$ cat src/cpu_ctrl_consts.svh
`ifndef CPU_CTRL_CONSTS_SVH
`define CPU_CTRL_CONSTS_SVH

`define CPU_INSN_W 32
`define CPU_LANES 4

// instruction word fields
`define IR_MODE_LSB 29
`define IR_MODE_W 3
`define IR_OP_LSB 21
`define IR_OP_W 8
`define IR_RA_LSB 16
`define IR_RB_LSB 11
`define IR_RC_LSB 6
`define IR_REG_W 5

`define MODE_REG 3'h0
`define MODE_REGIND 3'h1
`define MODE_IMM 3'h2

`define ALU_FN_ADD 3'h2
`define ALU_FN_SUB 3'h3

// register mode
`define OP_NOP 8'h00
`define OP_CMP 8'h02
`define OP_INC 8'h03
`define OP_DEC 8'h04
`define OP_MOV 8'h07
`define OP_COM 8'h08
`define OP_NEG 8'h09
`define OP_ALU_GRP 4'h2

// immediate mode
`define OP_BRA 8'h00
`define OP_BEQ 8'h01
`define OP_BNE 8'h02
`define OP_BGTU 8'h03
`define OP_BGT 8'h04
`define OP_BGE 8'h05
`define OP_BLE 8'h06
`define OP_BLT 8'h07
`define OP_BGEU 8'h08
`define OP_BLTU 8'h09
`define OP_BLEU 8'h0a
`define OP_BRN 8'h0b
`define OP_LDIS 8'h0c
`define OP_LDIU 8'h0d

// register indirect mode
`define OP_STL 8'h00
`define OP_LDL 8'h01
`define OP_STW 8'h02
`define OP_LDW 8'h03
`define OP_STB 8'h04
`define OP_LDB 8'h05

`endif

$ cat src/cpu_ctrl_pkg.sv
`default_nettype none
`include "cpu_ctrl_consts.svh"

package cpu_ctrl_pkg;

  typedef enum logic [1:0] {
    ST_FETCH   = 2'd0,
    ST_EXECUTE = 2'd1,
    ST_FAULT   = 2'd2,
    ST_RESET   = 2'd3
  } cycle_state_t;

  typedef enum logic [3:0] {
    CLS_NOP     = 4'd0,
    CLS_CMP     = 4'd1,
    CLS_INCDEC  = 4'd2,
    CLS_MOVE    = 4'd3,
    CLS_ALU     = 4'd4,
    CLS_BRANCH  = 4'd5,
    CLS_LOADIMM = 4'd6,
    CLS_LOAD    = 4'd7,
    CLS_STORE   = 4'd8,
    CLS_ILLEGAL = 4'd9
  } op_class_t;

  typedef logic [2:0] step_t;
  typedef logic [2:0] alu_func_t;

  typedef enum logic [2:0] {
    ALU2_RB  = 3'h0,
    ALU2_IND = 3'h1, // sign extended offset from ir
    ALU2_ONE = 3'h2
  } alu2_sel_t;

  typedef enum logic [2:0] {
    REG_ALU   = 3'h0,
    REG_MDR   = 3'h1,
    REG_NEG   = 3'h2,
    REG_COM   = 3'h3,
    REG_MOVE  = 3'h4,
    REG_IMM_S = 3'h5,
    REG_IMM_U = 3'h6
  } reg_sel_t;

  typedef enum logic [2:0] {
    MDR_HOLD  = 3'h0,
    MDR_BUS   = 3'h1,
    MDR_REG_A = 3'h3
  } mdr_sel_t;

  typedef enum logic [1:0] {
    MAR_HOLD = 2'h0,
    MAR_ALU  = 2'h2
  } mar_sel_t;

  typedef enum logic [2:0] {
    PC_HOLD   = 3'h0,
    PC_INC    = 3'h1,
    PC_REL    = 3'h3,
    PC_VECTOR = 3'h5
  } pc_sel_t;

  typedef enum logic [1:0] {
    REG_WR_NONE = 2'b00,
    REG_WR_DW   = 2'b11
  } reg_write_t;

  typedef enum logic [1:0] {
    SIZE_LONG = 2'd0,
    SIZE_WORD = 2'd1,
    SIZE_BYTE = 2'd2
  } mem_size_t;

  typedef logic [`IR_REG_W-1:0] reg_addr_t;

  typedef struct packed {
    logic carry;
    logic negative;
    logic overflow;
    logic zero;
  } ccr_t;

endpackage

`default_nettype wire

$ cat src/insn_decoder.sv
`timescale 1ns/100ps
`default_nettype none
`include "cpu_ctrl_consts.svh"

module insn_decoder (
  input  logic [`CPU_INSN_W-1:0]   ir,
  input  cpu_ctrl_pkg::ccr_t       ccr,
  output cpu_ctrl_pkg::op_class_t  op_class,
  output cpu_ctrl_pkg::alu_func_t  alu_func,
  output cpu_ctrl_pkg::mem_size_t  mem_size,
  output cpu_ctrl_pkg::reg_sel_t   write_src,
  output logic                     branch_taken,
  output cpu_ctrl_pkg::reg_addr_t  rd_addr_a,
  output cpu_ctrl_pkg::reg_addr_t  rd_addr_b,
  output cpu_ctrl_pkg::reg_addr_t  rd_addr_c
);
  import cpu_ctrl_pkg::*;

  logic [`IR_MODE_W-1:0] mode;
  logic [`IR_OP_W-1:0]   op;
  logic                  cond;

  assign mode = ir[`IR_MODE_LSB +: `IR_MODE_W];
  assign op   = ir[`IR_OP_LSB +: `IR_OP_W];

  assign rd_addr_a = ir[`IR_RA_LSB +: `IR_REG_W];
  assign rd_addr_b = ir[`IR_RB_LSB +: `IR_REG_W];
  assign rd_addr_c = ir[`IR_RC_LSB +: `IR_REG_W];

  always_comb begin
    op_class  = CLS_ILLEGAL;
    alu_func  = `ALU_FN_ADD;
    mem_size  = SIZE_LONG;
    write_src = REG_ALU;
    case (mode)
      `MODE_REG: begin
        if (op[7:4] == `OP_ALU_GRP && op[3] == 1'b0) begin
          op_class = CLS_ALU;
          alu_func = op[2:0]; // function straight from opcode
        end else begin
          case (op)
            `OP_NOP: op_class = CLS_NOP;
            `OP_CMP: begin
              op_class = CLS_CMP;
              alu_func = `ALU_FN_SUB;
            end
            `OP_INC: op_class = CLS_INCDEC;
            `OP_DEC: begin
              op_class = CLS_INCDEC;
              alu_func = `ALU_FN_SUB;
            end
            `OP_MOV: begin
              op_class  = CLS_MOVE;
              write_src = REG_MOVE;
            end
            `OP_COM: begin
              op_class  = CLS_MOVE;
              write_src = REG_COM;
            end
            `OP_NEG: begin
              op_class  = CLS_MOVE;
              write_src = REG_NEG;
            end
            default: op_class = CLS_ILLEGAL;
          endcase
        end
      end
      `MODE_IMM: begin
        if (op <= `OP_BRN) begin
          op_class = CLS_BRANCH;
        end else if (op == `OP_LDIS) begin
          op_class  = CLS_LOADIMM;
          write_src = REG_IMM_S;
        end else if (op == `OP_LDIU) begin
          op_class  = CLS_LOADIMM;
          write_src = REG_IMM_U;
        end
      end
      `MODE_REGIND: begin
        case (op)
          `OP_STL, `OP_STW, `OP_STB: op_class = CLS_STORE;
          `OP_LDL, `OP_LDW, `OP_LDB: op_class = CLS_LOAD;
          default: op_class = CLS_ILLEGAL;
        endcase
        case (op)
          `OP_STW, `OP_LDW: mem_size = SIZE_WORD;
          `OP_STB, `OP_LDB: mem_size = SIZE_BYTE;
          default: mem_size = SIZE_LONG;
        endcase
      end
      default: op_class = CLS_ILLEGAL;
    endcase
  end

  // branch condition on the flags
  always_comb begin
    case (op)
      `OP_BRA:  cond = 1'b1;
      `OP_BEQ:  cond = ccr.zero;
      `OP_BNE:  cond = ~ccr.zero;
      `OP_BGTU: cond = ~(ccr.zero | ccr.carry);
      `OP_BGT:  cond = ~(ccr.zero | (ccr.negative ^ ccr.overflow));
      `OP_BGE:  cond = ~(ccr.negative ^ ccr.overflow);
      `OP_BLE:  cond = ccr.zero | (ccr.negative ^ ccr.overflow);
      `OP_BLT:  cond = ccr.negative ^ ccr.overflow;
      `OP_BGEU: cond = ~ccr.carry;
      `OP_BLTU: cond = ccr.carry;
      `OP_BLEU: cond = ccr.carry | ccr.zero;
      `OP_BRN:  cond = 1'b0; // never
      default:  cond = 1'b0;
    endcase
  end

  assign branch_taken = (mode == `MODE_IMM) && cond;

endmodule

`default_nettype wire

$ cat src/cycle_sequencer.sv
`timescale 1ns/100ps
`default_nettype none

module cycle_sequencer (
  input  logic                       clock,
  input  logic                       reset_n,
  input  logic                       bus_wait,
  input  cpu_ctrl_pkg::op_class_t    op_class,
  output cpu_ctrl_pkg::cycle_state_t state,
  output cpu_ctrl_pkg::step_t        step,
  output logic                       fault
);
  import cpu_ctrl_pkg::*;

  cycle_state_t state_next;
  step_t        step_next;
  step_t        last_step;
  logic         mem_class;
  logic         bus_step;

  assign mem_class = (op_class == CLS_LOAD) || (op_class == CLS_STORE);

  // final execute step per class
  always_comb begin
    case (op_class)
      CLS_INCDEC, CLS_ALU: last_step = 3'd1;
      CLS_LOAD, CLS_STORE: last_step = 3'd3;
      default:             last_step = 3'd0;
    endcase
  end

  // steps that hold a bus strobe and stretch on bus_wait
  assign bus_step = (state == ST_FETCH && step == 3'd0) ||
                    (state == ST_EXECUTE && mem_class && step == 3'd2);

  always_comb begin
    state_next = state;
    step_next  = step;
    case (state)
      ST_RESET: begin
        state_next = ST_FETCH;
        step_next  = 3'd0;
      end
      ST_FETCH: begin
        if (step > 3'd2) begin
          state_next = ST_FAULT;
          step_next  = 3'd0;
        end else if (bus_step && bus_wait) begin
          step_next = step; // wait state
        end else if (step == 3'd2) begin
          state_next = ST_EXECUTE;
          step_next  = 3'd0;
        end else begin
          step_next = step + 3'd1;
        end
      end
      ST_EXECUTE: begin
        if (op_class == CLS_ILLEGAL || step > last_step) begin
          state_next = ST_FAULT;
          step_next  = 3'd0;
        end else if (bus_step && bus_wait) begin
          step_next = step;
        end else if (step == last_step) begin
          state_next = ST_FETCH;
          step_next  = 3'd0;
        end else begin
          step_next = step + 3'd1;
        end
      end
      default: begin
        state_next = ST_FAULT; // stuck until reset
        step_next  = 3'd0;
      end
    endcase
  end

  always_ff @(posedge clock or negedge reset_n) begin
    if (!reset_n) begin
      state <= ST_RESET;
      step  <= 3'd0;
    end else begin
      state <= state_next;
      step  <= step_next;
    end
  end

  assign fault = (state == ST_FAULT);

endmodule

`default_nettype wire

$ cat src/control_word_gen.sv
`timescale 1ns/100ps
`default_nettype none
`include "cpu_ctrl_consts.svh"

module control_word_gen (
  input  cpu_ctrl_pkg::cycle_state_t state,
  input  cpu_ctrl_pkg::step_t        step,
  input  cpu_ctrl_pkg::op_class_t    op_class,
  input  cpu_ctrl_pkg::alu_func_t    alu_func,
  input  cpu_ctrl_pkg::mem_size_t    mem_size,
  input  cpu_ctrl_pkg::reg_sel_t     write_src,
  input  logic                       branch_taken,
  input  cpu_ctrl_pkg::reg_addr_t    rd_addr_a,
  input  cpu_ctrl_pkg::reg_addr_t    rd_addr_b,
  input  cpu_ctrl_pkg::reg_addr_t    rd_addr_c,
  input  logic [1:0]                 bus_align,
  output logic                       ir_write,
  output logic                       ccr_write,
  output logic                       addrsel,
  output logic                       bus_read,
  output logic                       bus_write,
  output cpu_ctrl_pkg::alu_func_t    alu_func_out,
  output cpu_ctrl_pkg::alu2_sel_t    alu2sel,
  output cpu_ctrl_pkg::reg_sel_t     regsel,
  output cpu_ctrl_pkg::mdr_sel_t     mdrsel,
  output cpu_ctrl_pkg::mar_sel_t     marsel,
  output cpu_ctrl_pkg::pc_sel_t      pcsel,
  output cpu_ctrl_pkg::reg_write_t   reg_write,
  output cpu_ctrl_pkg::reg_addr_t    reg_read_addr1,
  output cpu_ctrl_pkg::reg_addr_t    reg_read_addr2,
  output cpu_ctrl_pkg::reg_addr_t    reg_write_addr,
  output logic [`CPU_LANES-1:0]      byteenable
);
  import cpu_ctrl_pkg::*;

  logic [`CPU_LANES-1:0] lane_mask;

  // lanes touched by the current access in big endian order
  always_comb begin
    case (mem_size)
      SIZE_WORD: lane_mask = bus_align[1] ? 4'b0011 : 4'b1100;
      SIZE_BYTE: begin
        case (bus_align)
          2'd0:    lane_mask = 4'b1000;
          2'd1:    lane_mask = 4'b0100;
          2'd2:    lane_mask = 4'b0010;
          default: lane_mask = 4'b0001;
        endcase
      end
      default:   lane_mask = {`CPU_LANES{1'b1}};
    endcase
  end

  always_comb begin
    ir_write       = 1'b0;
    ccr_write      = 1'b0;
    addrsel        = 1'b0; // PC drives the address
    bus_read       = 1'b0;
    bus_write      = 1'b0;
    alu_func_out   = `ALU_FN_ADD;
    alu2sel        = ALU2_RB;
    regsel         = REG_ALU;
    mdrsel         = MDR_HOLD;
    marsel         = MAR_HOLD;
    pcsel          = PC_HOLD;
    reg_write      = REG_WR_NONE;
    reg_read_addr1 = rd_addr_a;
    reg_read_addr2 = rd_addr_b;
    reg_write_addr = rd_addr_a;
    byteenable     = {`CPU_LANES{1'b1}};
    case (state)
      ST_RESET: pcsel = PC_VECTOR;
      ST_FETCH: begin
        case (step)
          3'd0: bus_read = 1'b1;
          3'd1: begin
            bus_read = 1'b1;
            ir_write = 1'b1; // capture the instruction
          end
          3'd2: pcsel = PC_INC;
          default: pcsel = PC_HOLD;
        endcase
      end
      ST_EXECUTE: begin
        alu_func_out = alu_func;
        case (op_class)
          CLS_CMP: ccr_write = 1'b1;
          CLS_INCDEC: begin
            if (step == 3'd0)
              alu2sel = ALU2_ONE;
            else
              reg_write = REG_WR_DW;
          end
          CLS_MOVE, CLS_LOADIMM: begin
            regsel    = write_src;
            reg_write = REG_WR_DW;
          end
          CLS_ALU: begin
            reg_read_addr1 = rd_addr_b;
            reg_read_addr2 = rd_addr_c;
            if (step == 3'd1)
              reg_write = REG_WR_DW;
          end
          CLS_BRANCH: begin
            if (branch_taken)
              pcsel = PC_REL;
          end
          CLS_LOAD, CLS_STORE: begin
            addrsel = 1'b1; // MAR drives the address
            case (step)
              3'd0: begin
                reg_read_addr1 = rd_addr_b;
                alu2sel        = ALU2_IND; // rB plus offset
              end
              3'd1: marsel = MAR_ALU;
              3'd2: begin
                byteenable = lane_mask;
                if (op_class == CLS_LOAD) begin
                  bus_read = 1'b1;
                  mdrsel   = MDR_BUS;
                end else begin
                  bus_write = 1'b1;
                  mdrsel    = MDR_REG_A;
                end
              end
              default: begin
                if (op_class == CLS_LOAD) begin
                  regsel    = REG_MDR;
                  reg_write = REG_WR_DW;
                end
              end
            endcase
          end
          default: ccr_write = 1'b0; // nop and illegal drive nothing
        endcase
      end
      default: pcsel = PC_HOLD;
    endcase
  end

endmodule

`default_nettype wire

$ cat src/control_unit.sv
`timescale 1ns/100ps
`default_nettype none
`include "cpu_ctrl_consts.svh"

module control_unit (
  input  logic                     clock,
  input  logic                     reset_n,
  input  logic                     bus_wait,
  input  logic [`CPU_INSN_W-1:0]   ir,
  input  cpu_ctrl_pkg::ccr_t       ccr,
  input  logic [1:0]               bus_align,
  output logic                     ir_write,
  output logic                     ccr_write,
  output logic                     addrsel,
  output logic                     bus_read,
  output logic                     bus_write,
  output cpu_ctrl_pkg::alu_func_t  alu_func,
  output cpu_ctrl_pkg::alu2_sel_t  alu2sel,
  output cpu_ctrl_pkg::reg_sel_t   regsel,
  output cpu_ctrl_pkg::mdr_sel_t   mdrsel,
  output cpu_ctrl_pkg::mar_sel_t   marsel,
  output cpu_ctrl_pkg::pc_sel_t    pcsel,
  output cpu_ctrl_pkg::reg_write_t reg_write,
  output cpu_ctrl_pkg::reg_addr_t  reg_read_addr1,
  output cpu_ctrl_pkg::reg_addr_t  reg_read_addr2,
  output cpu_ctrl_pkg::reg_addr_t  reg_write_addr,
  output logic [`CPU_LANES-1:0]    byteenable,
  output logic                     fault
);
  import cpu_ctrl_pkg::*;

  op_class_t    op_class;
  alu_func_t    dec_alu_func;
  mem_size_t    mem_size;
  reg_sel_t     write_src;
  logic         branch_taken;
  reg_addr_t    rd_addr_a;
  reg_addr_t    rd_addr_b;
  reg_addr_t    rd_addr_c;
  cycle_state_t state;
  step_t        step;

  insn_decoder decoder_i (
    .ir           (ir),
    .ccr          (ccr),
    .op_class     (op_class),
    .alu_func     (dec_alu_func),
    .mem_size     (mem_size),
    .write_src    (write_src),
    .branch_taken (branch_taken),
    .rd_addr_a    (rd_addr_a),
    .rd_addr_b    (rd_addr_b),
    .rd_addr_c    (rd_addr_c)
  );

  cycle_sequencer sequencer_i (
    .clock    (clock),
    .reset_n  (reset_n),
    .bus_wait (bus_wait),
    .op_class (op_class),
    .state    (state),
    .step     (step),
    .fault    (fault)
  );

  control_word_gen word_gen_i (
    .state          (state),
    .step           (step),
    .op_class       (op_class),
    .alu_func       (dec_alu_func),
    .mem_size       (mem_size),
    .write_src      (write_src),
    .branch_taken   (branch_taken),
    .rd_addr_a      (rd_addr_a),
    .rd_addr_b      (rd_addr_b),
    .rd_addr_c      (rd_addr_c),
    .bus_align      (bus_align),
    .ir_write       (ir_write),
    .ccr_write      (ccr_write),
    .addrsel        (addrsel),
    .bus_read       (bus_read),
    .bus_write      (bus_write),
    .alu_func_out   (alu_func),
    .alu2sel        (alu2sel),
    .regsel         (regsel),
    .mdrsel         (mdrsel),
    .marsel         (marsel),
    .pcsel          (pcsel),
    .reg_write      (reg_write),
    .reg_read_addr1 (reg_read_addr1),
    .reg_read_addr2 (reg_read_addr2),
    .reg_write_addr (reg_write_addr),
    .byteenable     (byteenable)
  );

endmodule

`default_nettype wire

$ cat config.mk
export PLATFORM = sky130hd
export DESIGN_NAME = control_unit
export DESIGN_NICKNAME = d
export VERILOG_FILES = /design/src/cpu_ctrl_pkg.sv /design/src/insn_decoder.sv /design/src/cycle_sequencer.sv /design/src/control_word_gen.sv /design/src/control_unit.sv
export VERILOG_INCLUDE_DIRS = /design/src /design/src/src
export SDC_FILE = /design/constraint.sdc
export NUM_CORES = 1
export LEC_CHECK = 0
export BUFFER_PORTS_ARGS = -buffer_cell sky130_fd_sc_hd__buf_2
export CORE_MARGIN = 5
export CORE_UTILIZATION = 47
export CTS_BUF_LIST = sky130_fd_sc_hd__clkbuf_2 sky130_fd_sc_hd__clkbuf_4 sky130_fd_sc_hd__clkbuf_8
export CTS_CLUSTER_SIZE = 8
export DETAILED_ROUTE_END_ITERATION = 12
export GPL_ROUTABILITY_DRIVEN = 0
export PLACE_DENSITY = 0.83
export SYNTH_ARGS = -nofsm -noshare
export SYNTH_HDL_FRONTEND = slang
export SYNTH_SLANG_ARGS = --single-unit
$ cat constraint.sdc
create_clock -name clock -period 3.3 [get_ports clock]
set_clock_uncertainty 0.15 [all_clocks]
set_input_delay 0.33 -clock clock [delete_from_list [all_inputs] [get_ports clock]]
set_output_delay 0.33 -clock clock [all_outputs]
set_load 0.1 [all_outputs]
; After elaboration in Yosys (flattened, before gate mapping)
; Index checks and enable logic that the tools add are counted.
[word_totals]
out_inout_bits = 44
elab_cells = 167
register_bits = 5
input_bits = 41
[classes]
n_addsub = 1
n_mux = 86
n_eq_ne = 38
n_reduce_logical = 28
bitwise_logic = 9
magnitude_cmp = 3
[op_table]
columns = op, count
row1 = $mux 3, 20
row2 = $eq 8x4->1 const B, 5
row3 = $mux 2, 18
row4 = $eq 8x3->1 const B, 4
row5 = $mux 4, 8
row6 = $pmux 3 s2, 4
row7 = $pmux 4 s3, 2
row8 = $mux 5, 4
row9 = $mux 1, 18
row10 = $pmux 3 s3, 2
row11 = $eq 4x3->1 const B, 4
row12 = $eq 8x2->1 const B, 2
row13 = $pmux 4 s2, 2
row14 = $pmux 4 s4, 1
row15 = $reduce_or 2->1, 8
row16 = $eq 4x2->1 const B, 3
row17 = $ne 3x3->1 const B, 4
row18 = $reduce_or 3->1, 4
row19 = $pmux 1 s11, 1
row20 = $pmux 5 s2, 1
row21 = $eq 2x2->1 const B, 4
row22 = $eq 4x4->1 const B, 2
row23 = $eq 8x1->1 const B, 1
row24 = $le 8x4->1 const B, 1
row25 = 22 further kinds, 42

; Logic depth before layout (Yosys ltp)
; Gate-level depths: netlist of run 1.
[logic_depth]
ltp_word = 14
mapped_depth = 16
mapped_depth_nobuf = 14

; By module
; Synthesis of run 1 repeated with hierarchy kept, for this count alone.
[hier_totals]
hier_cells = 244
area_unflattened_um2 = 1779.2
[modules_own_cells]
columns = module, n_inst, cells_each, seq_area_each_um2, area_each_um2
row1 = control_word_gen, 1, 93, 0.0, 673.1
row2 = insn_decoder, 1, 102, 0.0, 649.4
row3 = cycle_sequencer, 1, 49, 127.6, 456.7

; Worst setup path after synthesis of run 1
; Ideal clock, no wire load.
[synth_path]
path_type = input to output
from = in ir[26]
to = out reg_write[1]
path_slack_ns = -1.716
t_arrival_ns = 4.536
stages = 9
required_ns = 2.820
cell_sequence = or4_4 > buf_6 > o211ai_2 > o211ai_2 > nor3_2 > o2111a_1 > a221oi_1 > o21ai_0 > buf_4
[synth_between]
elab_chain_cells = 10
elab_cells_between_ends = 37
[synth_rtl]
columns = element, line
row1 = "start, declared", control_unit.sv:9  ; input logic [`CPU_INSN_W-1:0] ir,
row2 = $eq 8x3->1 (tied with other cells), insn_decoder.sv:41  ; case (op)
row3 = $reduce_or 3->1 (no source line) (tied with other cells), -
row4 = $pmux 4 s4 / $mux 4 (equally long branches), "insn_decoder.sv:41, insn_decoder.sv:71"
row5 = "$mux 4, on equally long branches", "insn_decoder.sv:37, insn_decoder.sv:69"
row6 = $pmux 4 s3 *, insn_decoder.sv:35  ; case (mode)
row7 = $eq 4x3->1, "control_word_gen.sv:86, control_word_gen.sv:127"
row8 = $mux 2, control_word_gen.sv:127  ; if (op_class == CLS_LOAD) begin
row9 = $mux 2, control_word_gen.sv:110  ; case (step)
row10 = $pmux 2 s4 *, control_word_gen.sv:86  ; case (op_class)
row11 = $mux 2 *, control_word_gen.sv:71  ; case (state)
row12 = "end, declared", control_unit.sv:23  ; output cpu_ctrl_pkg::reg_write_t reg_write,
; Every way passes the cells marked *; elsewhere a longest branch is shown, timed or not.

; Worst setup path after layout of run 1
[layout_path]
from = in ir[27]
to = reg sequencer_i.step[2]
[layout_between]
elab_chain_cells = 13
elab_cells_between_ends = 48
[layout_rtl]
columns = element, line
row1 = $eq 8x3->1 (tied with other cells), insn_decoder.sv:41
row2 = $reduce_or 3->1 (no source line) (tied with other cells), -
row3 = $pmux 4 s4 / $mux 4 (equally long branches), "insn_decoder.sv:41, insn_decoder.sv:71"
row4 = "$mux 4, on equally long branches", "insn_decoder.sv:37, insn_decoder.sv:69"
row5 = $pmux 4 s3 *, insn_decoder.sv:35
row6 = $eq 4x4->1 (tied with other cells), "cycle_sequencer.sv:21, cycle_sequencer.sv:25"
row7 = $reduce_or 2->1 / $logic_or 1x1->1 (equally long branches), "cycle_sequencer.sv:25, cycle_sequencer.sv:21"
row8 = $pmux 2 s2 / $logic_and 1x1->1 (equally long branches), "cycle_sequencer.sv:25, cycle_sequencer.sv:34"
row9 = $eq 3x2->1 / $logic_and 1x1->1 (equally long branches), "cycle_sequencer.sv:63, cycle_sequencer.sv:34"
row10 = $mux 3 / $logic_or 1x1->1 (equally long branches), "cycle_sequencer.sv:63, cycle_sequencer.sv:33"
row11 = $mux 3 / $logic_and 1x1->1 (equally long branches), "cycle_sequencer.sv:61, cycle_sequencer.sv:48"
row12 = $mux 3 / $ne 3x3->1 (equally long branches), -
row13 = $pmux 3 s2 / $reduce_and 2->1 (equally long branches), -
row14 = "end signal, assigned", cycle_sequencer.sv:83  ; step <= step_next;
row15 = "end, declared", cycle_sequencer.sv:10  ; output cpu_ctrl_pkg::step_t step,
; Every way passes the cells marked *; elsewhere a longest branch is shown, timed or not. The select of a mux whose other input is x is not followed.
; A chain may end at the register's enable or synchronous reset.

==> run_results.csv, run 1 <==
group,metric,value,unit
run_status,run_status,"finished, final reports clean",
synth,top_cells_by_area_in_the_synthesized_netlist,"sky130_fd_sc_hd__mux2_2, sky130_fd_sc_hd__ha_1, sky130_fd_sc_hd__a21oi_1",
floorplan,die_width,68.4,um
setup_path,setup_slack_of_the_most_critical_reg_to_reg_path,0.74,ns
synth,synth.lib_cells_used.distinct,65,
clock_network,clk_pin_slew_worst_paths,0.05,ns
sta,setup_viol,0,
floorplan,die_area,4680,um^2
placed_design,placement.io_buffers,75,
sta,layout_worst_path_cycle_share,0.980,
synth,ys_async_sr_fraction,1.00,
cells_and_area,drive_above_1_share,0.556,
synth,synth_top_cell_area_share,0.0701,
cells_and_area,syn_to_final_growth,65.2,%
sta,rsz_0062_raised_after_global_routing,"yes",
detailed_routing,remaining_drc_errors,0,
synth,synth.cell_area,1610,um^2
cells_and_area,num_antenna_cells,0,
setup_path,ff2ff_path_depth,9,
detailed_routing,drtIter0Drc,269,
floorplan,die_h,68.4,um
setup_path,regToRegEndpoint,"sequencer_i.step[2]$_DFFE_PN0P_",
sta,timing.fmax,0.309,GHz
setup_path,cp-end-kind,"register",
sta,timing.setup.tns,0,ns
global_route,via_count_of_the_first_global_routing_pass,2182,
detailed_routing,route.detailed.vias_per_inst,6.17,
synth,synth_seq_cells,5,
global_route,first_pass_grt_wire_length,9330,um
clock_network,clk-insertion-delay-late,0.26,ns
setup_path,crit_fanout,5,
global_route,grt_usage,0.256,
synth,most_numerous_cell_in_the_yosys_netlist,"sky130_fd_sc_hd__a21oi_1",
floorplan,fp.coreArea,3310,um^2
floorplan,boundary_pins,85,
synth,syn_avg_cell_area,7.36,um^2
synth,synth_enable_flop_cells,0,
setup_path,kind_of_critical_path,"input port to register",
synth,synthTopCellsByCount,"sky130_fd_sc_hd__a21oi_1, sky130_fd_sc_hd__nor2_1, sky130_fd_sc_hd__inv_1, sky130_fd_sc_hd__nor3_1, sky130_fd_sc_hd__nand2_1",
detailed_routing,drt-wirelength-per-cell,17.8,um
sta,period_minus_slack,3.23,ns
synth,postSynth.topFlopCell,"sky130_fd_sc_hd__dfrtp_1",
synth,synth-seq-area-share,0.0795,
setup_path,timing.critical_path.from_type,"input port",
placed_design,post_dp_hpwl,4670,um
placed_design,pre_cts_ws,-0.223,ns
pwr,power_per_cell_area,156,nW/um^2
detailed_routing,drtAntennaViolNets,0,
clock_network,tritoncts_clock_tree,"yes",
cells_and_area,fin_nets,365,
detailed_routing,finalWirelength,6430,um
synth,synth.yosys.warnings,0,
clock_network,cts_made_buffers,3,
sta,timing.final.max_slew_violations,0,
synth,syn-instance-count,218,
sta,worst_slew_margin_rel,0.602,
floorplan,start_util,0.485,
global_route,grt-ovfl-total,0,
global_route,grt_start_max_net_pins,14,
floorplan,placement_rows,21,
setup_path,rr_startpoint,"sequencer_i.step[1]$_DFFE_PN0P_",
clock_network,ctsRootBufferMaster,"sky130_fd_sc_hd__clkbuf_4",
pwr,ir_worst_vdd,201,uV
synth,synth_top_area_cell,"sky130_fd_sc_hd__mux2_2",
detailed_routing,drt_pre_antenna_iters,5,
min_path,holdCritPathClass,"input port to asynchronous set/reset pin",
setup_path,worst_path_arrival,3.25,ns
job,max_cap_violations,0,
sta,hold_violations,0,
sta,setup_slack,0.0650,ns
clock_network,clkSinkCount,5,
clock_network,ctsLongestPathBuffers,2,
detailed_routing,num_vias,2227,
clock_network,htree_levels,1,
pwr,power.leakage,1.15,nW
global_route,antenna_found_initial,0,
setup_path,cp.required,3.31,ns
sta,max_slew.worst_pin.slew,0.596,ns
-- power breakdown --
group | switching (mW) | total [mW] | internal, mW
registers | 0.000172 | 0.0618 | 0.0616
clock network | 0.0360 | 0.0906 | 0.0546
logic | 0.174 | 0.261 | 0.0873
total | 0.210 | 0.414 | 0.203
-- layout by cell type, fill, tap and decap left out, drive strengths merged, types with 3 or more instances in the layout --
| cell | n |
|---|---|
| clkbuf | 4 |
| nor3 | 15 |
| a211oi | 6 |
| mux2 | 11 |
| or3 | 3 |
| nor2 | 15 |
| nand2 | 12 |
| a31oi | 5 |
| ha | 8 |
| and3 | 4 |
| nand2b | 10 |
| a21oi | 16 |
| buf | 110 |
| o21ai | 12 |
| nor2b | 7 |
| xnor2 | 4 |
| inv | 14 |
| dfrtp | 3 |
| nor3b | 4 |
| nor4 | 5 |
| conb | 3 |
-- cells by family after synthesis --
kind of cell / after synthesis / synth area share
adders and majority gates: 8 / 0.0624
other: 1 / 0.00234
muxes: 12 / 0.0857
xor gates and xnor gates: 5 / 0.0273
AOI/OAI and AO/OA: 65 / 0.296
buffers and inverters: 35 / 0.113
DFF: 5 / 0.0795
and+or+nand+nor: 87 / 0.334
-- sequential cells by signal (all words and copies together), names as in the netlist --
| name | count |
|---|---|
| sequencer_i.step | 3 |
| sequencer_i.state | 2 |
-- metrics by stage --
stage	std cells	power (mW)	hold WS, ns	cell area [um^2]	util
after CTS	359	0.398	0.257	2570	0.777
after floorplan	220	0.230	-0.116	1690	-
after global placement	354	0.302	-0.00809	2520	0.762
final	361	0.414	0.285	2650	0.801
after global routing	361	0.432	0.282	2650	0.801
after detailed placement	354	0.309	-0.00802	2520	0.762
-- cell type report --
cell class | count | area, um^2
Clock buffer | 4 | 30.0
Inverter | 14 | 52.6
Sequential cell | 5 | 128
Fill cell | 210 | 658
Timing Repair Buffer | 111 | 933
Tap cell | 46 | 57.6
Multi-Input combinational cell | 181 | 1450
-- critical path: stages --
cell and delay (ns):
sky130_fd_sc_hd__buf_2 0.11, sky130_fd_sc_hd__or4_4 0.60, sky130_fd_sc_hd__a211oi_2 0.21, sky130_fd_sc_hd__buf_4 0.14, sky130_fd_sc_hd__nor4_4 0.04, sky130_fd_sc_hd__a31o_2 0.21
sky130_fd_sc_hd__or3_1 0.31, sky130_fd_sc_hd__ha_1 0.21, sky130_fd_sc_hd__inv_1 0.09, sky130_fd_sc_hd__a21oi_2 0.08, sky130_fd_sc_hd__a21oi_2 0.22, sky130_fd_sc_hd__nor3_4 0.07
sky130_fd_sc_hd__nor2_2 0.17, sky130_fd_sc_hd__nor3_4 0.06, sky130_fd_sc_hd__buf_4 0.17, sky130_fd_sc_hd__nor4_4 0.23
-- how the worst max path moves through the flow --
stage / start / to / slack [ns]
global route: ir[27] / sequencer_i.step[2]$_DFFE_PN0P_ / -0.05
CTS: ir[26] / sequencer_i.step[0]$_DFFE_PN0P_ / 0.01
finish: ir[27] / sequencer_i.step[2]$_DFFE_PN0P_ / 0.07
detailed placement: ir[26] / sequencer_i.step[0]$_DFFE_PN0P_ / -0.22
global placement: ir[26] / sequencer_i.step[0]$_DFFE_PN0P_ / -0.16
floorplan: ir[26] / marsel[1] / -0.40
-- timing repair --
action | in CTS | in global routing
pin swaps | 0 | 4
gates resized for setup | 3 | 13
cloned | 0 | 1
hold buffers | 1 | 0
hold endpoints to repair | 5 | 0
endpoints found under the setup margin | 3 | 19
buffers inserted | 0 | 1
-- routing by layer --
metal	wire [um]	up-vias	GRT usage
met4	245	0	0.104
met3	715	37	0.0427
met1	2320	1011	0.302
met2	3150	189	0.452
met5	0	-	0
li1	-	990	-
No activity file was read; power rests on OpenSTA's default activity.
==> inputs of run 2 (changes only) <==
CTS_BUF_LIST = sky130_fd_sc_hd__clkbuf_8   (was sky130_fd_sc_hd__clkbuf_2 sky130_fd_sc_hd__clkbuf_4 sky130_fd_sc_hd__clkbuf_8)
==> run 2 against run 1 <==
  * Sequential power about the same
  * Non-clock buffer count up 1
  * Cell count up 0.28%
  * Via count up 2.9%
  * Routed wire length down 0.44%
  * Combinational power about the same
  * Count of clock-buffer cells in the layout down 1
  * Critical path depth down 1
==> run_results.csv, run 2 (synthesis gave the netlist of run 1 again) <==
group,metric,value,unit
run_status,run_status,"finished, final reports clean",
setup_path,timing.critical_path.from_type,"input port",
sta,setup_slack,0.0288,ns
clock_network,cts_made_buffers,3,
pwr,power_per_cell_area,164,nW/um^2
min_path,holdCritPathClass,"input port to asynchronous set/reset pin",
sta,timing.fmax,0.306,GHz
detailed_routing,drtAntennaViolNets,0,
cells_and_area,max_flop_register,"sequencer_i.step",
setup_path,rr_startpoint,"sequencer_i.step[1]$_DFFE_PN0P_",
detailed_routing,drt_pre_antenna_iters,5,
sta,worst_slew_margin_rel,0.603,
placed_design,pre_cts_ws,-0.223,ns
setup_path,worst-path-buf-inv,2,
setup_path,ff2ff_path_depth,9,
setup_path,regToRegEndpoint,"sequencer_i.step[2]$_DFFE_PN0P_",
pwr,ir_worst_vdd,217,uV
cells_and_area,num_antenna_cells,0,
placed_design,post_dp_hpwl,4670,um
floorplan,die_h,68.4,um
floorplan,placement_rows,21,
floorplan,die_width,68.4,um
global_route,via_count_of_the_first_global_routing_pass,2171,
clock_network,ctsLongestPathBuffers,2,
clock_network,clk_pin_slew_worst_paths,0.04,ns
setup_path,kind_of_critical_path,"input port to register",
sta,max_slew.worst_pin.slew,0.595,ns
setup_path,crit_fanout,5,
cells_and_area,final_common_cell,"sky130_fd_sc_hd__buf_2",
setup_path,cp.required,3.25,ns
setup_path,setup_slack_of_the_most_critical_reg_to_reg_path,0.76,ns
sta,setup_viol,0,
sta,layout_worst_path_cycle_share,0.991,
pwr,power.leakage,1.16,nW
clock_network,clkSinkCount,5,
cells_and_area,fin_nets,366,
clock_network,tritoncts_clock_tree,"yes",
clock_network,ctsRootBufferMaster,"sky130_fd_sc_hd__clkbuf_8",
detailed_routing,route.detailed.vias_per_inst,6.33,
floorplan,die_area,4680,um^2
clock_network,clk-insertion-delay-late,0.22,ns
sta,timing.final.max_slew_violations,0,
clock_network,htree_levels,1,
detailed_routing,drtIter0Drc,314,
global_route,grt-ovfl-total,0,
floorplan,start_util,0.485,
global_route,antenna_found_initial,0,
sta,timing.setup.tns,0,ns
detailed_routing,num_vias,2292,
sta,rsz_0062_raised_after_global_routing,"yes",
setup_path,cp_top_family,"simple AND/OR/NAND/NOR gates",
setup_path,cp-end-kind,"register",
setup_path,worst_path_arrival,3.23,ns
floorplan,boundary_pins,85,
detailed_routing,finalWirelength,6400,um
cells_and_area,design_area,2660,um^2
cells_and_area,final_util,0.803,
global_route,grt_usage,0.256,
detailed_routing,remaining_drc_errors,0,
setup_path,largest_stage_delay_on_the_critical_path,0.60,ns
global_route,first_pass_grt_wire_length,9320,um
cells_and_area,largestRegisters,"sequencer_i.step: 3 flops, sequencer_i.state: 2 flops",
placed_design,placement.io_buffers,75,
setup_path,critical_path.cell_chain,"buf_2 > or4_4 > o211ai_2 > o211ai_2 > nor3_2 > o2111a_1 > or3_1 > ha_1 > inv_1 > a21oi_2 > a21oi_2 > nor3_2 > nor2_2 > nor3_4 > mux2_4",
placed_design,placed_area,2520,um^2
cells_and_area,largest_register_ff_count,3,
cells_and_area,layout.cells.most_common_list,"sky130_fd_sc_hd__buf_2, sky130_fd_sc_hd__buf_4, sky130_fd_sc_hd__buf_12, sky130_fd_sc_hd__inv_1, sky130_fd_sc_hd__nor2_1",
job,max_cap_violations,0,
sta,hold_violations,0,
pwr,post-layout-total-power,435,uW
cells_and_area,drive_above_1_share,0.554,
cells_and_area,syn_to_final_growth,65.5,%
setup_path,crit_slowest_cell,"sky130_fd_sc_hd__or4_4",
floorplan,fp.coreArea,3310,um^2
detailed_routing,drt-wirelength-per-cell,17.7,um
global_route,grt_start_max_net_pins,14,
sta,period_minus_slack,3.27,ns
[run 2: power breakdown]
group          internal (mW)  total [mW]  switching (mW)
Clock                 0.0798       0.111          0.0310
Combinational         0.0876       0.262           0.175
Sequential            0.0619      0.0620        0.000152
[run 2: area by class of cell]
type / instances / area, um^2
well taps: 46 / 57.6
inverters: 14 / 52.6
repair buffers: 112 / 941
flip-flops and latches: 5 / 128
clock buffers: 3 / 41.3
clock inverters: 1 / 3.75
fillers: 211 / 653
multi-input cells: 181 / 1430
[run 2: per-stage QoR]
| step | std cells | hold WS, ns |
|---|---|---|
| after floorplan | 220 | -0.116 |
| after detailed placement | 354 | -0.00802 |
| after CTS | 359 | 0.293 |
| final | 362 | 0.318 |
| after global placement | 354 | -0.00809 |
| after global routing | 362 | 0.328 |
[run 2: worst max-delay path by stage]
| stage | from | end | slack (ns) | depth (start not counted) |
|---|---|---|---|---|
| 2_1_floorplan | ir[26] | marsel[1] | -0.40 | 8 |
| 3_3_place_gp | ir[26] | sequencer_i.step[0]$_DFFE_PN0P_ | -0.16 | 13 |
| 3_5_place_dp | ir[26] | sequencer_i.step[0]$_DFFE_PN0P_ | -0.22 | 15 |
| 4_1_cts | ir[26] | sequencer_i.step[2]$_DFFE_PN0P_ | 0.02 | 16 |
| 5_1_grt | ir[27] | sequencer_i.step[1]$_DFFE_PN0P_ | -0.11 | 16 |
| 6_report | ir[27] | sequencer_i.step[0]$_DFFE_PN0P_ | 0.03 | 15 |
[run 2: repair_timing]
item                                    in CTS  in global routing
endpoints found under the setup margin       3                 18
hold buffers                                 1                  0
hold endpoints to repair                     5                  0
gates cloned                                 0                  1
buffers inserted                             0                  2
pin swaps                                    0                  5
resized for setup                            2                 12
[run 2: per-layer routing]
layer,vias up,wire length [um],global-route usage
li1,1000,-,-
met1,1062,2400,0.306
met2,192,3060,0.459
met3,38,703,0.0411
met4,0,240,0.0794
met5,-,0,0
